===== config.mk =====
export PLATFORM = sky130hd
export DESIGN_NAME = host_domain
export DESIGN_NICKNAME = d
export VERILOG_FILES = /design/src/hw/hd_pkg.sv /design/src/hw/llc_event_counters.sv /design/src/hw/dma_evt_rx.sv /design/src/hw/cfg_responder.sv /design/src/hw/host_domain.sv
export SDC_FILE = /design/constraint.sdc
export NUM_CORES = 1
export LEC_CHECK = 0
export BUFFER_PORTS_ARGS = -buffer_cell sky130_fd_sc_hd__buf_2
export CAP_MARGIN = 5
export CORE_ASPECT_RATIO = 1.5
export CORE_MARGIN = 4
export CORE_UTILIZATION = 56
export DETAILED_ROUTE_END_ITERATION = 16
export PLACE_DENSITY_LB_ADDON = 0.15
export REMOVE_ABC_BUFFERS = 1
export SYNTH_ARGS = -nofsm -noshare
export SYNTH_HDL_FRONTEND = slang
export SYNTH_SLANG_ARGS = --single-unit

===== constraint.sdc =====
create_clock -name clk_i -period 2.2 [get_ports clk_i]
set_input_delay 0.55 -clock clk_i [delete_from_list [all_inputs] [get_ports clk_i]]
set_output_delay 0.55 -clock clk_i [all_outputs]
set_load 0.05 [all_outputs]

===== src/hw/hd_pkg.sv =====
`default_nettype none

package hd_pkg;

  // Configuration port widths
  localparam int unsigned CfgAddrWidth = 4;
  localparam int unsigned CfgDataWidth = 32;

  // Counter width used unless the top level overrides it
  localparam int unsigned DefaultCntWidth = 16;

  // Register map
  localparam logic [CfgAddrWidth-1:0] AddrReadHit   = 4'd0;
  localparam logic [CfgAddrWidth-1:0] AddrReadMiss  = 4'd1;
  localparam logic [CfgAddrWidth-1:0] AddrWriteHit  = 4'd2;
  localparam logic [CfgAddrWidth-1:0] AddrWriteMiss = 4'd3;
  localparam logic [CfgAddrWidth-1:0] AddrDmaEvt    = 4'd4;

  // Returned for any unmapped address
  localparam logic [CfgDataWidth-1:0] FillerData = 32'hdeadf000;

  // Write-data bits that select what gets cleared
  localparam int unsigned ClrLlcBit = 0;
  localparam int unsigned ClrDmaBit = 1;

  // Flops in the toggle synchroniser
  localparam int unsigned SyncStages = 2;

endpackage

`default_nettype wire


===== src/hw/llc_event_counters.sv =====
`default_nettype none

module llc_event_counters
  import hd_pkg::*;
#(
  parameter int unsigned CntWidth = DefaultCntWidth
) (
  input  logic                clk_i,
  input  logic                rst_i,
  input  logic                rd_hit_i,
  input  logic                rd_miss_i,
  input  logic                wr_hit_i,
  input  logic                wr_miss_i,
  input  logic                clr_i,
  output logic [CntWidth-1:0] rd_hit_cnt_o,
  output logic [CntWidth-1:0] rd_miss_cnt_o,
  output logic [CntWidth-1:0] wr_hit_cnt_o,
  output logic [CntWidth-1:0] wr_miss_cnt_o
);

  localparam int unsigned NumEvents = 4;

  logic [NumEvents-1:0]               evt;
  logic [NumEvents-1:0][CntWidth-1:0] cnt_q;

  // Index order follows the register map
  assign evt = {wr_miss_i, wr_hit_i, rd_miss_i, rd_hit_i};

  always_ff @(posedge clk_i) begin
    if (rst_i) begin
      cnt_q <= '0;
    end else begin
      for (int i = 0; i < NumEvents; i++) begin
        // Clear has priority over a same-cycle event
        if (clr_i) begin
          cnt_q[i] <= '0;
        end else if (evt[i]) begin
          cnt_q[i] <= cnt_q[i] + 1'b1;
        end
      end
    end
  end

  assign rd_hit_cnt_o  = cnt_q[0];
  assign rd_miss_cnt_o = cnt_q[1];
  assign wr_hit_cnt_o  = cnt_q[2];
  assign wr_miss_cnt_o = cnt_q[3];

endmodule

`default_nettype wire


===== src/hw/dma_evt_rx.sv =====
`default_nettype none

module dma_evt_rx
  import hd_pkg::*;
#(
  parameter int unsigned CntWidth = DefaultCntWidth
) (
  input  logic                clk_i,
  input  logic                rst_i,
  input  logic                valid_i,
  input  logic                clr_i,
  output logic                ack_o,
  output logic [CntWidth-1:0] evt_cnt_o
);

  logic [SyncStages-1:0] sync_q;
  logic                  level_q;
  logic                  evt_pulse;
  logic [CntWidth-1:0]   cnt_q;

  // Toggle arrives from the cluster clock domain
  always_ff @(posedge clk_i) begin
    if (rst_i) begin
      sync_q  <= '0;
      level_q <= 1'b0;
    end else begin
      sync_q  <= {sync_q[SyncStages-2:0], valid_i};
      level_q <= sync_q[SyncStages-1];
    end
  end

  // Any change of the synchronised level is one event
  assign evt_pulse = sync_q[SyncStages-1] ^ level_q;

  always_ff @(posedge clk_i) begin
    if (rst_i) begin
      cnt_q <= '0;
    end else if (clr_i) begin
      cnt_q <= '0;
    end else if (evt_pulse) begin
      cnt_q <= cnt_q + 1'b1;
    end
  end

  // Ack flips back to the sender on the same edge the count moves
  assign ack_o     = level_q;
  assign evt_cnt_o = cnt_q;

endmodule

`default_nettype wire


===== src/hw/cfg_responder.sv =====
`default_nettype none

module cfg_responder
  import hd_pkg::*;
#(
  parameter int unsigned CntWidth = DefaultCntWidth
) (
  input  logic                    clk_i,
  input  logic                    rst_i,
  // Read request and response
  input  logic                    ar_valid_i,
  input  logic [CfgAddrWidth-1:0] ar_addr_i,
  input  logic                    r_ready_i,
  output logic                    r_valid_o,
  output logic [CfgDataWidth-1:0] r_data_o,
  // Write request and response
  input  logic                    w_valid_i,
  input  logic [CfgDataWidth-1:0] w_data_i,
  input  logic                    b_ready_i,
  output logic                    b_valid_o,
  // Counter values
  input  logic [CntWidth-1:0]     rd_hit_cnt_i,
  input  logic [CntWidth-1:0]     rd_miss_cnt_i,
  input  logic [CntWidth-1:0]     wr_hit_cnt_i,
  input  logic [CntWidth-1:0]     wr_miss_cnt_i,
  input  logic [CntWidth-1:0]     dma_cnt_i,
  // Clear strobes
  output logic                    llc_clr_o,
  output logic                    dma_clr_o
);

  logic                    r_valid_q;
  logic                    b_valid_q;
  logic [CfgDataWidth-1:0] r_data_q;
  logic [CfgDataWidth-1:0] rd_sel;
  logic                    rd_accept;
  logic                    wr_accept;

  // New requests only when the previous response is gone
  assign rd_accept = ar_valid_i & ~r_valid_q;
  assign wr_accept = w_valid_i & ~b_valid_q;

  always_comb begin
    case (ar_addr_i)
      AddrReadHit:   rd_sel = CfgDataWidth'(rd_hit_cnt_i);
      AddrReadMiss:  rd_sel = CfgDataWidth'(rd_miss_cnt_i);
      AddrWriteHit:  rd_sel = CfgDataWidth'(wr_hit_cnt_i);
      AddrWriteMiss: rd_sel = CfgDataWidth'(wr_miss_cnt_i);
      AddrDmaEvt:    rd_sel = CfgDataWidth'(dma_cnt_i);
      default:       rd_sel = FillerData;
    endcase
  end

  // Read valid held until ready
  always_ff @(posedge clk_i) begin
    if (rst_i) begin
      r_valid_q <= 1'b0;
    end else if (rd_accept) begin
      r_valid_q <= 1'b1;
    end else if (r_valid_q && r_ready_i) begin
      r_valid_q <= 1'b0;
    end
  end

  always_ff @(posedge clk_i) begin
    if (rd_accept) begin
      r_data_q <= rd_sel;
    end
  end

  // Write response held until ready
  always_ff @(posedge clk_i) begin
    if (rst_i) begin
      b_valid_q <= 1'b0;
    end else if (wr_accept) begin
      b_valid_q <= 1'b1;
    end else if (b_valid_q && b_ready_i) begin
      b_valid_q <= 1'b0;
    end
  end

  // Counters clear at the accepting edge itself
  assign llc_clr_o = wr_accept & w_data_i[ClrLlcBit];
  assign dma_clr_o = wr_accept & w_data_i[ClrDmaBit];

  assign r_valid_o = r_valid_q;
  assign r_data_o  = r_data_q;
  assign b_valid_o = b_valid_q;

endmodule

`default_nettype wire


===== src/hw/host_domain.sv =====
`default_nettype none

module host_domain
  import hd_pkg::*;
#(
  parameter int unsigned CntWidth = DefaultCntWidth
) (
  input  logic                    clk_i,
  input  logic                    rst_i,
  // Cache events
  input  logic                    llc_rd_hit_i,
  input  logic                    llc_rd_miss_i,
  input  logic                    llc_wr_hit_i,
  input  logic                    llc_wr_miss_i,
  // Cluster DMA event toggle
  input  logic                    dma_evt_valid_i,
  output logic                    dma_evt_ack_o,
  // Configuration port
  input  logic                    cfg_ar_valid_i,
  input  logic [CfgAddrWidth-1:0] cfg_ar_addr_i,
  input  logic                    cfg_r_ready_i,
  output logic                    cfg_r_valid_o,
  output logic [CfgDataWidth-1:0] cfg_r_data_o,
  input  logic                    cfg_w_valid_i,
  input  logic [CfgAddrWidth-1:0] cfg_w_addr_i,
  input  logic [CfgDataWidth-1:0] cfg_w_data_i,
  input  logic                    cfg_b_ready_i,
  output logic                    cfg_b_valid_o
);

  logic [CntWidth-1:0] rd_hit_cnt;
  logic [CntWidth-1:0] rd_miss_cnt;
  logic [CntWidth-1:0] wr_hit_cnt;
  logic [CntWidth-1:0] wr_miss_cnt;
  logic [CntWidth-1:0] dma_cnt;
  logic                llc_clr;
  logic                dma_clr;

  llc_event_counters #(
    .CntWidth ( CntWidth )
  ) i_llc_event_counters (
    .clk_i         ( clk_i         ),
    .rst_i         ( rst_i         ),
    .rd_hit_i      ( llc_rd_hit_i  ),
    .rd_miss_i     ( llc_rd_miss_i ),
    .wr_hit_i      ( llc_wr_hit_i  ),
    .wr_miss_i     ( llc_wr_miss_i ),
    .clr_i         ( llc_clr       ),
    .rd_hit_cnt_o  ( rd_hit_cnt    ),
    .rd_miss_cnt_o ( rd_miss_cnt   ),
    .wr_hit_cnt_o  ( wr_hit_cnt    ),
    .wr_miss_cnt_o ( wr_miss_cnt   )
  );

  dma_evt_rx #(
    .CntWidth ( CntWidth )
  ) i_dma_evt_rx (
    .clk_i     ( clk_i           ),
    .rst_i     ( rst_i           ),
    .valid_i   ( dma_evt_valid_i ),
    .clr_i     ( dma_clr         ),
    .ack_o     ( dma_evt_ack_o   ),
    .evt_cnt_o ( dma_cnt         )
  );

  // Write address is taken but clears are chosen by the data bits
  cfg_responder #(
    .CntWidth ( CntWidth )
  ) i_cfg_responder (
    .clk_i         ( clk_i          ),
    .rst_i         ( rst_i          ),
    .ar_valid_i    ( cfg_ar_valid_i ),
    .ar_addr_i     ( cfg_ar_addr_i  ),
    .r_ready_i     ( cfg_r_ready_i  ),
    .r_valid_o     ( cfg_r_valid_o  ),
    .r_data_o      ( cfg_r_data_o   ),
    .w_valid_i     ( cfg_w_valid_i  ),
    .w_data_i      ( cfg_w_data_i   ),
    .b_ready_i     ( cfg_b_ready_i  ),
    .b_valid_o     ( cfg_b_valid_o  ),
    .rd_hit_cnt_i  ( rd_hit_cnt     ),
    .rd_miss_cnt_i ( rd_miss_cnt    ),
    .wr_hit_cnt_i  ( wr_hit_cnt     ),
    .wr_miss_cnt_i ( wr_miss_cnt    ),
    .dma_cnt_i     ( dma_cnt        ),
    .llc_clr_o     ( llc_clr        ),
    .dma_clr_o     ( dma_clr        )
  );

endmodule

`default_nettype wire


==> flow_summary.toml <==
[placed_design]
dp_hpwl_mm = 8.545
preCtsSetupSlack_ns = 0.2487
dp.cells = 677
gp_routability_congestion = 0.8164
place.port_buffers = 46

[min_path]
hold_class = "input pin to register"
min_delay_path_depth = 2
worstHoldEndpoint = "i_cfg_responder.r_valid_o"
hold_path_startpoint = "cfg_r_ready_i"

[cts]
clock_sink_count = 102
resize_count_post_cts = 0
clock_latency_ns = 0.35
holdBufCountCts = 0
setup_fix_buffers_added_after_clock_tree_synthesis = 0
cts_max_path_buffers = 2
clkTransAtPathRegs_ns = 0.07
tritoncts_clock_tree = "built"
ctsRootBufferMaster = "sky130_fd_sc_hd__clkbuf_16"
cts_inserted_buffers = 9
htree_num_levels = 3

[pwr]
power_frac_seq_pct = 50.1
internal-power_mw = 2.963
power_density_nw_per_um2 = 715.1
switching_share_pct = 24.37
pwr-share-comb_pct = 8.7
switching_power_mw = 0.9548
static-leakage-power_nw = 1.928
power.ir.vdd_worst_v = 0.0004715
power.share.clock_pct = 41.2

[timing]
drv_slew = 0
final_min_period_over_clock_period_pct = 79.87
grt_setup_unrepaired = "false"
clock-skew-final_ns = 0.007662
postLayoutSetupSlackWorst_ns = 0.4428
min_period_ns = 1.757
fmaxAchievable_mhz = 569.1
max_slew.worst_pin.slew_ns = 0.6570
hold_violations = 0
maxSlewHeadroom_pct = 56.20
totalNegativeSetupSlack_ns = 0
setup_violations = 0

[setup_path]
r2r_end = "i_dma_evt_rx.evt_cnt_o[11]"
rr_worst_depth = 4
worst-endpoint-arrival_ns = 2.03
crit_chain = "nand3_1 > or3_1 > or3_1 > a21oi_1"
reg2reg_from = "i_dma_evt_rx.evt_cnt_o[2]"
critPathLaunch = "i_dma_evt_rx.evt_cnt_o[2]"
cp-start-kind = "register"
cp.required_ns = 2.48
critPathMostFrequentCell = "sky130_fd_sc_hd__or3_1"
worstPathMaxFanout = 7
critical_path_class = "register to register"
critPathCaptureType = "register"
critical_path.slowest_cell = "sky130_fd_sc_hd__or3_1"
critical_path.max_stage_delay_ns = 0.52
worst-r2r-setup-slack_ns = 0.44

[global_route]
grt_start_max_net_pins = 64
first_pass_grt_wire_length_mm = 18.49
globalRoute.totalOverflow = 0
grt_pass1_vias = 3911
global_route.usage.total_pct = 22.48
grt_antenna_before_repair = 0

[drt]
via_per_inst = 5.779
avgRoutedWirePerCell_um = 16.37
num_vias = 4005
detailedRoute.firstPassIterationCount = 4
totalWireLength_mm = 11.35
drtAntennaViolNets = 0
first_iter_violations = 142
drt_drc_violations_left = 0

[synthesis]
synth_cell_type_count = 42
mean_instance_size_in_the_synthesized_netlist_um2 = 8.984
synth_seq_area_share_pct = 44.77
synthesis.instances = 550
yosys_register_bits = 102
yosys_most_used_dff = "sky130_fd_sc_hd__dfxtp_1"
synth_area_um2 = 4941
synth_edf_count = 17
asyncSetResetFlopFracSynth_pct = 0
ys.warnings.count = 0

[die]
floorplan.initialDensity_pct = 58.02
i_o_pin_total = 86
die_boundary_height_um = 123.0
fp.dieW_um = 84.70
rows = 41
design.die.area_um2 = 10420
core_um2 = 8516

[cells_and_area]
area_growth_pct = 10.89
fin_cells = 693
fin_util_pct = 64.34
post_route_cells_drive_above_1_share_pct = 12.46
most-common-layout-cells = "85 x sky130_fd_sc_hd__dfxtp_1, 73 x sky130_fd_sc_hd__nor2_1, 49 x sky130_fd_sc_hd__nand2_1, 46 x sky130_fd_sc_hd__buf_2, 32 x sky130_fd_sc_hd__mux2i_1"
finish.net_count = 637
layout_commonest_cell = "sky130_fd_sc_hd__dfxtp_1"
n_antenna_cell = 0

[run_status]
outcome = "finished clean"

[flow_run]
max_cap_viol_count = 0
[worst max-delay path by stage]
stage,endpoint,slack (ns)
5_1_grt,i_dma_evt_rx.evt_cnt_o[11],0.35
4_1_cts,i_dma_evt_rx.evt_cnt_o[11],0.47
3_3_place_gp,i_cfg_responder.r_data_o[12],0.28
2_1_floorplan,cfg_r_data_o[16],-1.98
3_5_place_dp,i_cfg_responder.r_data_o[12],0.25
6_report,i_dma_evt_rx.evt_cnt_o[11],0.44
[area by class of cell]
class                   instances  area, um2
inverters                       9      33.78
flip-flops and latches        102       2212
repair buffers                 55      297.8
clock buffers                  12      257.7
well taps                     107      133.9
fillers                       756       3037
clock inverters                 4      43.79
multi-input cells             404       2500
[through the flow]
step / instance area, um2 / total power, mW / hold slack (ns)
2_1_floorplan: 4746 / 2.228 / 0.4138
3_3_place_gp: 5177 / 2.339 / 0.4204
3_5_place_dp: 5177 / 2.347 / 0.4332
4_1_cts: 5479 / 3.951 / 0.3778
5_1_grt: 5479 / 4.051 / 0.3907
6_report: 5479 / 3.918 / 0.3827
[flip-flops by register name (all words and copies together), names as in the netlist]
signal and count:
i_cfg_responder.b_valid_o 1, i_cfg_responder.r_data_o 17, i_cfg_responder.r_valid_o 1, i_dma_evt_rx.ack_o 1
i_dma_evt_rx.evt_cnt_o 16, i_dma_evt_rx.sync_q 2, i_llc_event_counters.rd_hit_cnt_o 16, i_llc_event_counters.rd_miss_cnt_o 16
i_llc_event_counters.wr_hit_cnt_o 16, i_llc_event_counters.wr_miss_cnt_o 16
[power groups by stage]
stage / registers, mW / logic (mW) / clock network (mW)
after detailed placement: 2.00 / 0.342 / 0
after floorplan: 2.11 / 0.122 / 0
after CTS: 1.96 / 0.342 / 1.65
after global placement: 2.00 / 0.336 / 0
final: 1.96 / 0.339 / 1.62
after global routing: 1.97 / 0.366 / 1.72
[cells by family (layout without fill, tap and decap cells)]
family	count (synthesis)	count (layout)	share of synthesized area [%]
adders and majority gates	5	5	1.266
and+or+nand+nor	235	235	23.63
DFF	102	102	44.77
buffers and inverters	48	80	4.938
other	1	5	0.07590
AOI/OAI and AO/OA	72	72	9.091
xor gates and xnor gates	55	55	9.749
muxes	32	32	6.483
[synthesized netlist by cell type, drive strengths merged (12+ instances only)]
master  number  area share, %
dfxtp       85             34
nor2        73            5.5
nand2       49            3.7
mux2i       32            6.5
buf         28            3.4
nand4       28            3.5
xor2        28            5.0
xnor2       27            4.8
a21oi       26            2.6
o21ai       18            1.8
or3         18            2.3
edfxtp      17             10
nand3       17            1.7
nor3        12            1.2
o221ai      12            2.1
[worst max-delay path: cells and delay by family, from the launching register on]
kind,cells,cell delay [ns]
AOI/OAI and AO/OA,1,0.15
DFF,1,0.46
and+or+nand+nor,3,1.07
[per-layer routing]
layer	GRT usage, %	vias up	wire [um]
met5	0	-	0
met4	11.58	0	392
met3	3.533	28	315
met2	42.21	68	6239
met1	24.02	1909	4399
li1	-	2000	-
Power figures use the tool's default switching activity.
